`src/game_rules_pkg.sv`:
```
package game_rules_pkg;

    // queue depth and order lifetime
    localparam int SLOT_COUNT = 4;
    localparam int ORDER_SECONDS = 30;

    // a serve earns base points plus a bonus picked by the seconds left on the order
    localparam int SERVE_POINTS = 20;
    localparam int BONUS_HIGH = 6;
    localparam int BONUS_MID = 4;
    localparam int BONUS_LOW = 2;

    // bonus tiers apply strictly above these second counts
    localparam int BONUS_HIGH_ABOVE = 15;
    localparam int BONUS_MID_ABOVE = 10;
    localparam int BONUS_LOW_ABOVE = 5;

    localparam int MISS_PENALTY = 10; // taken only when the total can cover it

    typedef logic [4:0] time_t;   // seconds left on an order
    typedef logic [9:0] points_t; // running score, saturates at all ones

endpackage

```
`src/game_event_pkg.sv`:
```
package game_event_pkg;

    localparam int RECIPE_BITS = 2;

    // plate code on a serving window
    // bit 3 burnt, bit 2 plated, low bits carry the recipe
    localparam int PLATE_BURNT_BIT = 3;
    localparam int PLATE_PLATED_BIT = 2;

    typedef logic [3:0] plate_t;
    typedef logic [RECIPE_BITS-1:0] recipe_t;

    // one removal from the order queue
    // the top bit picks the view, 1 for a serve and 0 for an expiry
    typedef union packed {
        struct packed {
            logic                  kind;
            logic                  window;    // serving window that took the order
            game_rules_pkg::time_t time_left; // seconds left when it was served
            logic [1:0]            spare;
        } served;
        struct packed {
            logic       kind;
            logic [1:0] slot;   // queue slot the order expired in
            recipe_t    recipe;
            logic [3:0] spare;
        } missed;
    } outcome_u;

endpackage

```
`src/frame_timer.sv`:
```
`timescale 1ns/100ps

module frame_timer #(
    parameter int FRAMES_PER_SEC = 60
) (
    input  logic clock,
    input  logic reset,
    input  logic vsync,
    input  logic timer_go,
    output logic second_tick
);

    localparam int CW = $clog2(FRAMES_PER_SEC + 1);
    localparam logic [CW-1:0] LAST_FRAME = CW'(FRAMES_PER_SEC - 1);

    logic          vsync_meta;
    logic          vsync_sync;
    logic          vsync_last;
    logic          frame_tick;
    logic [CW-1:0] frame_count;

    // vsync is asynchronous, two flops before anything looks at it
    always_ff @(posedge clock) begin
        if (reset) begin
            vsync_meta <= 1'b0;
            vsync_sync <= 1'b0;
            vsync_last <= 1'b0;
            frame_tick <= 1'b0;
            frame_count <= '0;
        end else begin
            vsync_meta <= vsync;
            vsync_sync <= vsync_meta;
            vsync_last <= vsync_sync;
            frame_tick <= vsync_last & ~vsync_sync; // one pulse per falling edge
            if (frame_tick && timer_go) begin
                frame_count <= (frame_count == LAST_FRAME) ? '0 : frame_count + 1'b1;
            end
        end
    end

    // the last frame of each second carries the second tick with it
    assign second_tick = frame_tick && timer_go && (frame_count == LAST_FRAME);

endmodule

```
`src/kitchen_orders_top.sv`:
```
`timescale 1ns/100ps

module kitchen_orders_top #(
    parameter int FRAMES_PER_SEC = 60,
    parameter int SECONDS_PER_ORDER = 20
) (
    input  logic                                                    clock,
    input  logic                                                    reset,
    input  logic                                                    vsync,
    input  logic                                                    timer_go,
    input  game_event_pkg::plate_t [1:0]                            check_spaces,
    output logic                                                    clear_space0,
    output logic                                                    clear_space1,
    output game_rules_pkg::points_t                                 point_total,
    output logic [game_rules_pkg::SLOT_COUNT-1:0]                   orders,
    output game_rules_pkg::time_t [game_rules_pkg::SLOT_COUNT-1:0] order_times
);

    logic                     second_tick;
    logic                     spawn_valid;
    logic                     spawn_ready;
    game_event_pkg::recipe_t  spawn_recipe;
    logic                     outcome_valid;
    logic                     outcome_ready;
    game_event_pkg::outcome_u outcome_word;

    frame_timer #(
        .FRAMES_PER_SEC(FRAMES_PER_SEC)
    ) frame_timer_inst (
        .clock      (clock),
        .reset      (reset),
        .vsync      (vsync),
        .timer_go   (timer_go),
        .second_tick(second_tick)
    );

    order_spawner #(
        .SECONDS_PER_ORDER(SECONDS_PER_ORDER)
    ) order_spawner_inst (
        .clock       (clock),
        .reset       (reset),
        .second_tick (second_tick),
        .timer_go    (timer_go),
        .spawn_valid (spawn_valid),
        .spawn_ready (spawn_ready),
        .spawn_recipe(spawn_recipe)
    );

    // the queue sits between the spawner and the score, both sides handshake
    order_queue order_queue_inst (
        .clock        (clock),
        .reset        (reset),
        .second_tick  (second_tick),
        .timer_go     (timer_go),
        .check_spaces (check_spaces),
        .spawn_valid  (spawn_valid),
        .spawn_ready  (spawn_ready),
        .spawn_recipe (spawn_recipe),
        .clear_space0 (clear_space0),
        .clear_space1 (clear_space1),
        .orders       (orders),
        .order_times  (order_times),
        .outcome_valid(outcome_valid),
        .outcome_ready(outcome_ready),
        .outcome_word (outcome_word)
    );

    score_keeper score_keeper_inst (
        .clock        (clock),
        .reset        (reset),
        .outcome_valid(outcome_valid),
        .outcome_ready(outcome_ready),
        .outcome_word (outcome_word),
        .point_total  (point_total)
    );

endmodule

```
`src/order_queue.sv`:
```
`timescale 1ns/100ps

module order_queue (
    input  logic                                                    clock,
    input  logic                                                    reset,
    input  logic                                                    second_tick,
    input  logic                                                    timer_go,
    input  game_event_pkg::plate_t [1:0]                            check_spaces,
    input  logic                                                    spawn_valid,
    output logic                                                    spawn_ready,
    input  game_event_pkg::recipe_t                                 spawn_recipe,
    output logic                                                    clear_space0,
    output logic                                                    clear_space1,
    output logic [game_rules_pkg::SLOT_COUNT-1:0]                   orders,
    output game_rules_pkg::time_t [game_rules_pkg::SLOT_COUNT-1:0] order_times,
    output logic                                                    outcome_valid,
    input  logic                                                    outcome_ready,
    output game_event_pkg::outcome_u                                outcome_word
);

    localparam int SLOTS = game_rules_pkg::SLOT_COUNT;
    localparam game_rules_pkg::time_t FULL_TIME =
        game_rules_pkg::time_t'(game_rules_pkg::ORDER_SECONDS);

    game_event_pkg::recipe_t                  slot_recipe [SLOTS];
    game_rules_pkg::time_t [SLOTS-1:0]       aged_times;
    game_event_pkg::outcome_u                 rm_word;
    logic [1:0]                               serve_hit;
    logic [SLOTS-1:0]                         expired;
    logic                                     removal_cand;
    logic                                     rm_served;
    logic                                     rm_window;
    logic [1:0]                               rm_slot;
    logic [1:0]                               free_slot;
    logic                                     take;
    logic                                     spawn_take;

    // window k only ever looks at slot k
    always_comb begin
        for (int k = 0; k < 2; k++) begin
            serve_hit[k] = orders[k]
                && check_spaces[k][game_event_pkg::PLATE_PLATED_BIT]
                && !check_spaces[k][game_event_pkg::PLATE_BURNT_BIT]
                && (check_spaces[k][game_event_pkg::RECIPE_BITS-1:0] == slot_recipe[k]);
        end
        for (int i = 0; i < SLOTS; i++) begin
            expired[i] = orders[i] && (order_times[i] == '0);
        end
    end

    // serves beat expiries, lower window and lower slot first
    always_comb begin
        rm_served = 1'b0;
        rm_window = 1'b0;
        rm_slot = '0;
        removal_cand = 1'b1;
        if (serve_hit[0]) begin
            rm_served = 1'b1;
        end else if (serve_hit[1]) begin
            rm_served = 1'b1;
            rm_window = 1'b1;
            rm_slot = 2'd1;
        end else if (expired[0]) begin
            rm_slot = 2'd0;
        end else if (expired[1]) begin
            rm_slot = 2'd1;
        end else if (expired[2]) begin
            rm_slot = 2'd2;
        end else if (expired[3]) begin
            rm_slot = 2'd3;
        end else begin
            removal_cand = 1'b0;
        end
    end

    always_comb begin
        rm_word = '0;
        if (rm_served) begin
            rm_word.served.kind = 1'b1;
            rm_word.served.window = rm_window;
            rm_word.served.time_left = order_times[rm_slot];
        end else begin
            rm_word.missed.kind = 1'b0;
            rm_word.missed.slot = rm_slot;
            rm_word.missed.recipe = slot_recipe[rm_slot];
        end
    end

    // occupancy fills from bit 0, so the first empty bit is where a new order lands
    always_comb begin
        free_slot = '0;
        for (int i = SLOTS - 1; i >= 0; i--) begin
            if (!orders[i]) free_slot = 2'(i);
        end
        for (int i = 0; i < SLOTS; i++) begin
            aged_times[i] = order_times[i];
            if (second_tick && orders[i] && (order_times[i] != '0)) begin
                aged_times[i] = order_times[i] - 1'b1;
            end
        end
    end

    assign take = timer_go && removal_cand && !outcome_valid;
    assign spawn_ready = timer_go && !orders[SLOTS-1] && !removal_cand;
    assign spawn_take = spawn_valid && spawn_ready;

    always_ff @(posedge clock) begin
        if (reset) begin
            orders <= '0;
            for (int i = 0; i < SLOTS; i++) begin
                order_times[i] <= FULL_TIME;
            end
            clear_space0 <= 1'b0;
            clear_space1 <= 1'b0;
            outcome_valid <= 1'b0;
        end else begin
            clear_space0 <= take && rm_served && !rm_window;
            clear_space1 <= take && rm_served && rm_window;
            order_times <= aged_times; // countdown runs even while the outcome waits
            if (take) begin
                orders <= orders >> 1;
                for (int i = 0; i < SLOTS - 1; i++) begin
                    if (i >= rm_slot) order_times[i] <= aged_times[i+1];
                end
                order_times[SLOTS-1] <= FULL_TIME;
                outcome_valid <= 1'b1;
            end else begin
                if (spawn_take) begin
                    orders <= {orders[SLOTS-2:0], 1'b1};
                    order_times[free_slot] <= FULL_TIME;
                end
                if (outcome_valid && outcome_ready) outcome_valid <= 1'b0;
            end
        end
    end

    always_ff @(posedge clock) begin
        if (take) begin
            for (int i = 0; i < SLOTS - 1; i++) begin
                if (i >= rm_slot) slot_recipe[i] <= slot_recipe[i+1];
            end
            outcome_word <= rm_word;
        end else if (spawn_take) begin
            slot_recipe[free_slot] <= spawn_recipe;
        end
    end

endmodule

```
`src/order_spawner.sv`:
```
`timescale 1ns/100ps

module order_spawner #(
    parameter int SECONDS_PER_ORDER = 20
) (
    input  logic                    clock,
    input  logic                    reset,
    input  logic                    second_tick,
    input  logic                    timer_go,
    output logic                    spawn_valid,
    input  logic                    spawn_ready,
    output game_event_pkg::recipe_t spawn_recipe
);

    localparam int CW = $clog2(SECONDS_PER_ORDER + 1);
    localparam logic [CW-1:0] LAST_SECOND = CW'(SECONDS_PER_ORDER - 1);

    logic [CW-1:0] second_count;
    logic          period_done;
    logic          spawn_taken;

    assign period_done = second_tick && timer_go && (second_count == LAST_SECOND);
    assign spawn_taken = spawn_valid && spawn_ready;

    // the count starts at its last value so the first tick after start already offers
    always_ff @(posedge clock) begin
        if (reset) begin
            second_count <= LAST_SECOND;
            spawn_valid <= 1'b0;
            spawn_recipe <= '0;
        end else begin
            if (second_tick && timer_go) begin
                second_count <= period_done ? '0 : second_count + 1'b1;
            end

            // a period that ends while an offer still waits adds nothing new
            if (period_done) begin
                spawn_valid <= 1'b1;
            end else if (spawn_taken) begin
                spawn_valid <= 1'b0;
            end

            if (spawn_taken) begin
                spawn_recipe <= spawn_recipe + 1'b1; // recipes come round in turn
            end
        end
    end

endmodule

```
`src/score_keeper.sv`:
```
`timescale 1ns/100ps

module score_keeper (
    input  logic                     clock,
    input  logic                     reset,
    input  logic                     outcome_valid,
    output logic                     outcome_ready,
    input  game_event_pkg::outcome_u outcome_word,
    output game_rules_pkg::points_t  point_total
);

    logic                    s1_valid;
    logic                    s1_add;
    game_rules_pkg::points_t s1_amount;
    logic                    decoded_add;
    game_rules_pkg::points_t decoded_amount;
    game_rules_pkg::points_t next_total;
    logic [10:0]             raised;
    logic                    accept;

    assign outcome_ready = !s1_valid; // one event in flight at a time
    assign accept = outcome_valid && outcome_ready;

    // served words carry the seconds left, missed words only cost the penalty
    always_comb begin
        if (outcome_word.served.kind) begin
            decoded_add = 1'b1;
            if (outcome_word.served.time_left > game_rules_pkg::BONUS_HIGH_ABOVE) begin
                decoded_amount = game_rules_pkg::points_t'(
                    game_rules_pkg::SERVE_POINTS + game_rules_pkg::BONUS_HIGH);
            end else if (outcome_word.served.time_left > game_rules_pkg::BONUS_MID_ABOVE) begin
                decoded_amount = game_rules_pkg::points_t'(
                    game_rules_pkg::SERVE_POINTS + game_rules_pkg::BONUS_MID);
            end else if (outcome_word.served.time_left > game_rules_pkg::BONUS_LOW_ABOVE) begin
                decoded_amount = game_rules_pkg::points_t'(
                    game_rules_pkg::SERVE_POINTS + game_rules_pkg::BONUS_LOW);
            end else begin
                decoded_amount = game_rules_pkg::points_t'(game_rules_pkg::SERVE_POINTS);
            end
        end else begin
            decoded_add = 1'b0;
            decoded_amount = game_rules_pkg::points_t'(game_rules_pkg::MISS_PENALTY);
        end
    end

    always_comb begin
        raised = {1'b0, point_total} + {1'b0, s1_amount};
        if (s1_add) begin
            next_total = raised[10] ? '1 : raised[9:0]; // clamp at 1023
        end else if (point_total >= s1_amount) begin
            next_total = point_total - s1_amount;
        end else begin
            next_total = point_total; // a miss never pushes the score below zero
        end
    end

    always_ff @(posedge clock) begin
        if (reset) begin
            s1_valid <= 1'b0;
            point_total <= '0;
        end else begin
            s1_valid <= accept;
            if (s1_valid) point_total <= next_total;
        end
    end

    always_ff @(posedge clock) begin
        if (accept) begin
            s1_add <= decoded_add;
            s1_amount <= decoded_amount;
        end
    end

endmodule

```
`config.mk`:
```
export PLATFORM = sky130hd
export DESIGN_NAME = kitchen_orders_top
export DESIGN_NICKNAME = d
export VERILOG_FILES = /design/src/game_rules_pkg.sv /design/src/game_event_pkg.sv /design/src/frame_timer.sv /design/src/kitchen_orders_top.sv /design/src/order_queue.sv /design/src/order_spawner.sv /design/src/score_keeper.sv
export SDC_FILE = /design/constraint.sdc
export NUM_CORES = 1
export LEC_CHECK = 0
export BUFFER_PORTS_ARGS = -buffer_cell sky130_fd_sc_hd__clkbuf_2
export CORE_AREA = 2 2 96 98
export CTS_CLUSTER_DIAMETER = 120
export DETAILED_ROUTE_END_ITERATION = 8
export DIE_AREA = 0 0 98 100
export PLACE_DENSITY_LB_ADDON = 0.15
export SYNTH_ARGS = -nofsm -noshare
export SYNTH_HDL_FRONTEND = slang
export SYNTH_SLANG_ARGS = --single-unit
```
`constraint.sdc`:
```
create_clock -name clock -period 3.3 [get_ports clock]
set_input_delay 0.33 -clock clock [delete_from_list [all_inputs] [get_ports clock]]
set_output_delay 0.33 -clock clock [all_outputs]
set_load 0.01 [all_outputs]
```
==> results of run 1 <==
[kinds of logic after synthesis]
family | count (synthesis)
AOI/OAI and AO/OA | 88
xor gates and xnor gates | 31
adders and majority gates | 20
buffers and inverters | 44
DFF | 75
muxes | 22
and+or+nand+nor | 166
[layout make-up]
type / instances / area share
clock buffer: 9 / 0.0257
clock inverter: 7 / 0.0148
inverter: 27 / 0.0210
multi-input combinational: 327 / 0.502
sequential: 75 / 0.351
tap: 111 / 0.0288
timing repair buffer: 52 / 0.0566
[flip-flops by register name (all words and copies together) (netlist names), 4 cells and up]
register	flops
order_queue_inst.outcome_word	6
order_queue_inst.slot_recipe	8
score_keeper_inst.point_total	10
score_keeper_inst.s1_amount	4
order_spawner_inst.second_count	5
order_queue_inst.orders	4
order_queue_inst.order_times	20
frame_timer_inst.frame_count	6
[worst paths after layout]
check | end | slack (ps) | cells after the start
setup / recovery | order_queue_inst.slot_recipe[2][0] | 580 | 8
hold / removal | frame_timer_inst.vsync_meta | 170 | 2
setup reg to reg | order_queue_inst.slot_recipe[2][0] | 580 | 8
hold reg to reg | frame_timer_inst.frame_tick | 420 | 1
[stage by stage]
step / area, µm² / std cells
after floorplan: 4290 / 446
after global placement: 4620 / 592
after detailed placement: 4620 / 592
after CTS: 4820 / 608
after global routing: 4820 / 608
final: 4820 / 608
[layout by cell type (no fill, tap or decap), types with 15 or more instances in the layout]
cell type and n:
xnor2_1 19, nor2b_1 16, o21ai_0 15, ha_1 18
nor3_1 15, dfxtp_1 56, nor2_1 33, a21oi_1 21
nand2_1 29, clkbuf_2 47, edfxtp_1 19, inv_1 24
[worst max-delay path: cells and delay by family (launching register included)]
| kind | cells | cell delay, ps |
|---|---|---|
| AND/OR/NAND/NOR | 4 | 1310 |
| AO/OA/AOI/OAI | 1 | 110 |
| adder cells (fa/ha/maj) | 1 | 190 |
| flip-flops | 1 | 410 |
| multiplexers | 1 | 370 |
| buffers and inverters | 1 | 80 |
[layer usage]
metal / track usage / part of all wire / vias to the layer above / wire [µm]
li1: - / - / 1723 / -
met1: 0.286 / 0.44 / 1629 / 4580
met2: 0.368 / 0.48 / 89 / 5010
met3: 0.0404 / 0.055 / 21 / 569
met4: 0.0855 / 0.024 / 0 / 250
met5: 0 / 0 / - / 0
[power breakdown]
group / internal [µW] / switching [µW]
registers: 938 / 0.773
logic: 11.4 / 22.8
clock network: 294 / 401
==> impl_metrics.yaml, run 1 <==
clock_tree:
  cts_hold_buf: 0
  cts.sinks: 75
  numCtsBuffers: 9
  clockBufferDepth: 2
  clk_latency_ps: 370
  htree_levels: 3
  cts.clk_slew.worst_paths_ps: 100
  post_cts_buffers: 0
  cts_root_buf: "clkbuf_8"
  cts_tree: "done"
  cts_resized: 0
final_layout:
  antenna_cells: 0
  final_nets: 524
  drive_above_1_share: 0.197
  register_area_um2: 1690
  multi_input_area_um2: 2420
  finalCoreUtilization: 0.542
  syn2layout_area_growth_pct: 12.3
  fill_cells: 829
status:
  status: "finished, final reports clean"
timing:
  finalClockSkew_ps: 12.7
  worst_slew_margin_rel: 0.539
  worst_pin_slew_ps: 682
  holdWs_ps: 175
  setup_slack_ps: 580
  finalSetupTns_ps: 0
  fmax_mhz: 368
  finalSetupViolCount: 0
  rsz0062_at_grt: "no"
  min_period_ps: 2720
  slew_violations: 0
  finalHoldViolations: 0
  period_share: 0.824
worst_setup_path:
  crit_required_ps: 3420
  path_cells: "inv_1, ha_1, or4b_4, o22ai_4, nor4_2, nand2_4, nor3_2, mux2_2"
  critPathKind: "register to register"
  slowest_stage: "nor4_2"
  crit_arrival_ps: 2840
  slowest_delay_ps: 610
  crit_path_start: "order_queue_inst.order_times[16]"
  critPathMaxFanout: 8
  end_kind: "register"
  r2r_start: "order_queue_inst.order_times[16]"
  cp-start-kind: "register"
pwr:
  worst_ir_drop_vdd_mv: 0.208
  leakagePower_uw: 0.00186
  p_per_area_nw_per_um2: 346
  total_power_uw: 1670
drt:
  first_iter_violations: 187
  routedWlPerCell_um: 17.1
  drtAntennaViolNets: 0
  drt-vias-per-instance: 5.69
  dr.pass1.iters: 4
  wirelength_mm: 10.4
  drcViolationCount: 0
  vias: 3462
floorplanning:
  start_util: 0.482
  fp.dieW_um: 98
  rows: 35
  ioPinCount: 48
  die_h_um: 100
  die_area_um2: 9800
  core_area_um2: 8890
placement:
  place_congestion: 0.960
  dpl_worst_slack_ps: 639
  io_buffers: 47
  hpwl_mm: 7.82
synth:
  synthCells: 446
  synth_mux_area_frac: 0.0552
  synthDistinctLibCells: 74
  synth_edf_count: 19
  synth_fa_ha_area_frac: 0.0619
  synthTopCellsByCount: "dfxtp_1 (56), nor2_1 (33), nand2_1 (29), inv_1 (24), a21oi_1 (21)"
  syn_nets: 478
  synth-seq-cells: 75
  synthTopCellsByArea: "dfxtp_1 (26%), edfxtp_1 (13%), ha_1 (5.3%)"
  synth_area_leader_cell: "dfxtp_1"
  synth_compound_area_frac: 0.159
  synth_async_sr_flop_share: 0
  ys_seq_area_frac: 0.395
  yosysMostFrequentCell: "dfxtp_1"
  yosys.area_share.xor_xnor: 0.0633
  yosys_warnings: 0
  synth_flop_cell: "dfxtp_1"
  syn_area_per_cell_um2: 9.61
  synthSimpleGateAreaFrac: 0.224
  synth_top_area_frac: 0.262
  synth_top_family_by_area: "simple AND/OR/NAND/NOR gates"
  syn_area_um2: 4290
global_routing:
  grt_pass1_vias: 3406
  grt_antenna_before_repair: 0
  grt_max_degree: 36
  grt_overflow: 0
  grt_first_pass_wirelength_mm: 17.2
  grt_use_total: 0.221
run:
  maxCapViolCount: 0
min_path:
  worstHoldStart: "vsync"
  hold_class: "input pin to register"
Note: power is estimated with default switching activity, not from simulation.
==> run 2: changes to the inputs <==
Settings changed: ABC_AREA from default to 1, CORE_AREA 2 2 96 98 to 2 2 99 101, DIE_AREA 0 0 98 100 to 0 0 101 103.
Clock period 3.3 ns to 2.4 ns, I/O delays scaled along.
==> impl_metrics.yaml, run 2 <==
status:
  status: "finished, final reports clean"
min_path:
  hold_depth: 3
  worstHoldStart: "vsync"
  hold_class: "input pin to register"
  whs_endpoint: "frame_timer_inst.vsync_meta"
final_layout:
  drive_above_1_share: 0.158
  final_cell_mix: "nand2_1 (161), inv_1 (84), nand3_1 (78), nor2_1 (59), dfxtp_1 (56)"
  largest_register_ffs: 20
  reg_top3: "order_queue_inst.order_times x20, score_keeper_inst.point_total x10, order_queue_inst.slot_recipe x8"
  antenna_cells: 0
  final_common_cell: "nand2_1"
  fill_cells: 937
  top_register: "order_queue_inst.order_times"
  final_nets: 737
  syn2layout_area_growth_pct: 13.5
timing:
  period_share: 0.903
  fmax_mhz: 462
  finalHoldViolations: 0
  worst_slew_margin_rel: 0.698
  worst_pin_slew_ps: 448
  slew_violations: 0
  min_period_ps: 2170
  finalSetupTns_ps: 0
  holdWs_ps: 72.9
  finalClockSkew_ps: 11.0
  rsz0062_at_grt: "no"
  finalSetupViolCount: 0
worst_setup_path:
  crit_arrival_ps: 2230
  crit_required_ps: 2470
  rr_endpoint: "order_queue_inst.slot_recipe[1][0]"
  slowest_delay_ps: 400
  r2r_start: "order_queue_inst.order_times[0]"
  crit_buf_inv: 3
  rrSetupSlack_ps: 230
  path_cells: "inv_1, ha_1, nand3_1, inv_2, nand2_1, nand2_2, nor2_8, nand3_4, nor2_2, inv_1, nand2_1"
  r2r_cells: 11
  cp-start-kind: "register"
  crit_family: "simple AND/OR/NAND/NOR gates"
  critPathKind: "register to register"
  critPathMaxFanout: 9
  slowest_stage: "dfxtp_1"
  end_kind: "register"
floorplanning:
  start_util: 0.486
  die_area_um2: 10400
  core_area_um2: 9460
  die_h_um: 103
  ioPinCount: 48
  fp.dieW_um: 101
  rows: 36
clock_tree:
  numCtsBuffers: 9
  post_cts_buffers: 0
  clk_latency_ps: 350
  cts.clk_slew.worst_paths_ps: 80
  cts_tree: "done"
  htree_levels: 3
  cts.sinks: 75
  clockBufferDepth: 2
  cts_root_buf: "clkbuf_8"
synth:
  syn_area_per_cell_um2: 7.08
  synthTopCellsByArea: "dfxtp_1 (24%), nand2_1 (13%), edfxtp_1 (12%)"
  yosys_warnings: 0
  syn_nets: 681
  synthDistinctLibCells: 37
  synth_flop_cell: "dfxtp_1"
  synth_top_area_frac: 0.244
  syn_area_um2: 4600
  synthCells: 649
  synth-seq-cells: 75
  ys_seq_area_frac: 0.368
  synth_edf_count: 19
  synthTopCellsByCount: "nand2_1 (161), inv_1 (84), nand3_1 (78), nor2_1 (59), dfxtp_1 (56)"
  synth_async_sr_flop_share: 0
  yosysMostFrequentCell: "nand2_1"
  synth_area_leader_cell: "dfxtp_1"
global_routing:
  grt_first_pass_wirelength_mm: 19.0
  grt_use_total: 0.232
  grt_max_degree: 17
  grt_antenna_before_repair: 0
  grt_overflow: 0
  grt_pass1_vias: 3988
drt:
  drtAntennaViolNets: 0
  routedWlPerCell_um: 14.0
  drcViolationCount: 0
  drt-vias-per-instance: 5.26
  vias: 4338
  dr.pass1.iters: 5
  first_iter_violations: 282
  wirelength_mm: 11.5
pwr:
  p_per_area_nw_per_um2: 482
  total_power_uw: 2520
  leakagePower_uw: 0.00255
  worst_ir_drop_vdd_mv: 0.228
placement:
  place_congestion: 0.934
  io_buffers: 47
  hpwl_mm: 9.00
run:
  maxCapViolCount: 0
-- run 2: power breakdown --
part | switching [µW] | leakage, µW | internal [µW]
logic | 32.5 | 0.00180 | 15.6
clock network | 483 | 0.000121 | 695
registers | 1.02 | 0.000624 | 1290
total | 516 | 0.00255 | 2000
-- run 2: worst max-delay path by stage --
stage | slack (ps) | start | end | depth (start not counted)
final | 230 | order_queue_inst.order_times[0] | order_queue_inst.slot_recipe[1][0] | 11
after global placement | 300 | order_queue_inst.order_times[0] | order_queue_inst.slot_recipe[1][0] | 11
after CTS | 230 | order_queue_inst.order_times[15] | order_queue_inst.slot_recipe[2][1] | 14
after floorplan | 440 | order_queue_inst.order_times[15] | order_queue_inst.slot_recipe[2][0] | 14
after detailed placement | 240 | order_queue_inst.order_times[16] | order_queue_inst.slot_recipe[2][1] | 14
after global routing | 20 | score_keeper_inst.point_total[1] | score_keeper_inst.point_total[9] | 10
-- run 2: timing repair --
action / in CTS / in global routing
resized for setup: 0 / 1
hold buffers: 0 / 0
setup endpoints to repair: 0 / 2
-- run 2: layer usage --
| layer | GRT usage | vias up | share of wire |
|---|---|---|---|
| li1 | - | 2218 | - |
| met1 | 0.302 | 1940 | 0.45 |
| met2 | 0.383 | 156 | 0.46 |
| met3 | 0.0481 | 24 | 0.065 |
| met4 | 0.0884 | 0 | 0.025 |
| met5 | 0 | - | 0 |
-- run 2: tightest hold or removal path, stage by stage --
cell and delay (ps):
clkbuf_2 80, inv_1 40, nor2_1 30
-- run 2: stage by stage --
stage               utilization  setup slack (ps)  instances  area [µm²]
detailed placement        0.526               243        808        4970
global placement          0.526               300        808        4970
global route              0.551              16.0        824        5220
CTS                       0.551               232        824        5220
floorplan                     -               443        649        4600
finish                    0.551               234        824        5220
-- run 2: cell families (layout without fill, tap and decap cells) --
family | count (synthesis) | after routing | synth area share
buffers and inverters | 103 | 164 | 0.0888
AO/OA/AOI/OAI | 77 | 77 | 0.0898
flip-flops | 75 | 75 | 0.368
AND/OR/NAND/NOR | 351 | 351 | 0.352
XOR/XNOR | 23 | 23 | 0.0438
adder cells (fa/ha/maj) | 20 | 20 | 0.0577
-- run 2: area by class of cell --
type | instances | area [µm²] | share of cell area
multi-input cells | 471 | 2500 | 0.479
flip-flops and latches | 75 | 1690 | 0.324
inverters | 93 | 350 | 0.0672
repair buffers | 55 | 295 | 0.0566
well taps | 114 | 143 | 0.0273
clock buffers | 10 | 128 | 0.0245
clock inverters | 6 | 113 | 0.0216
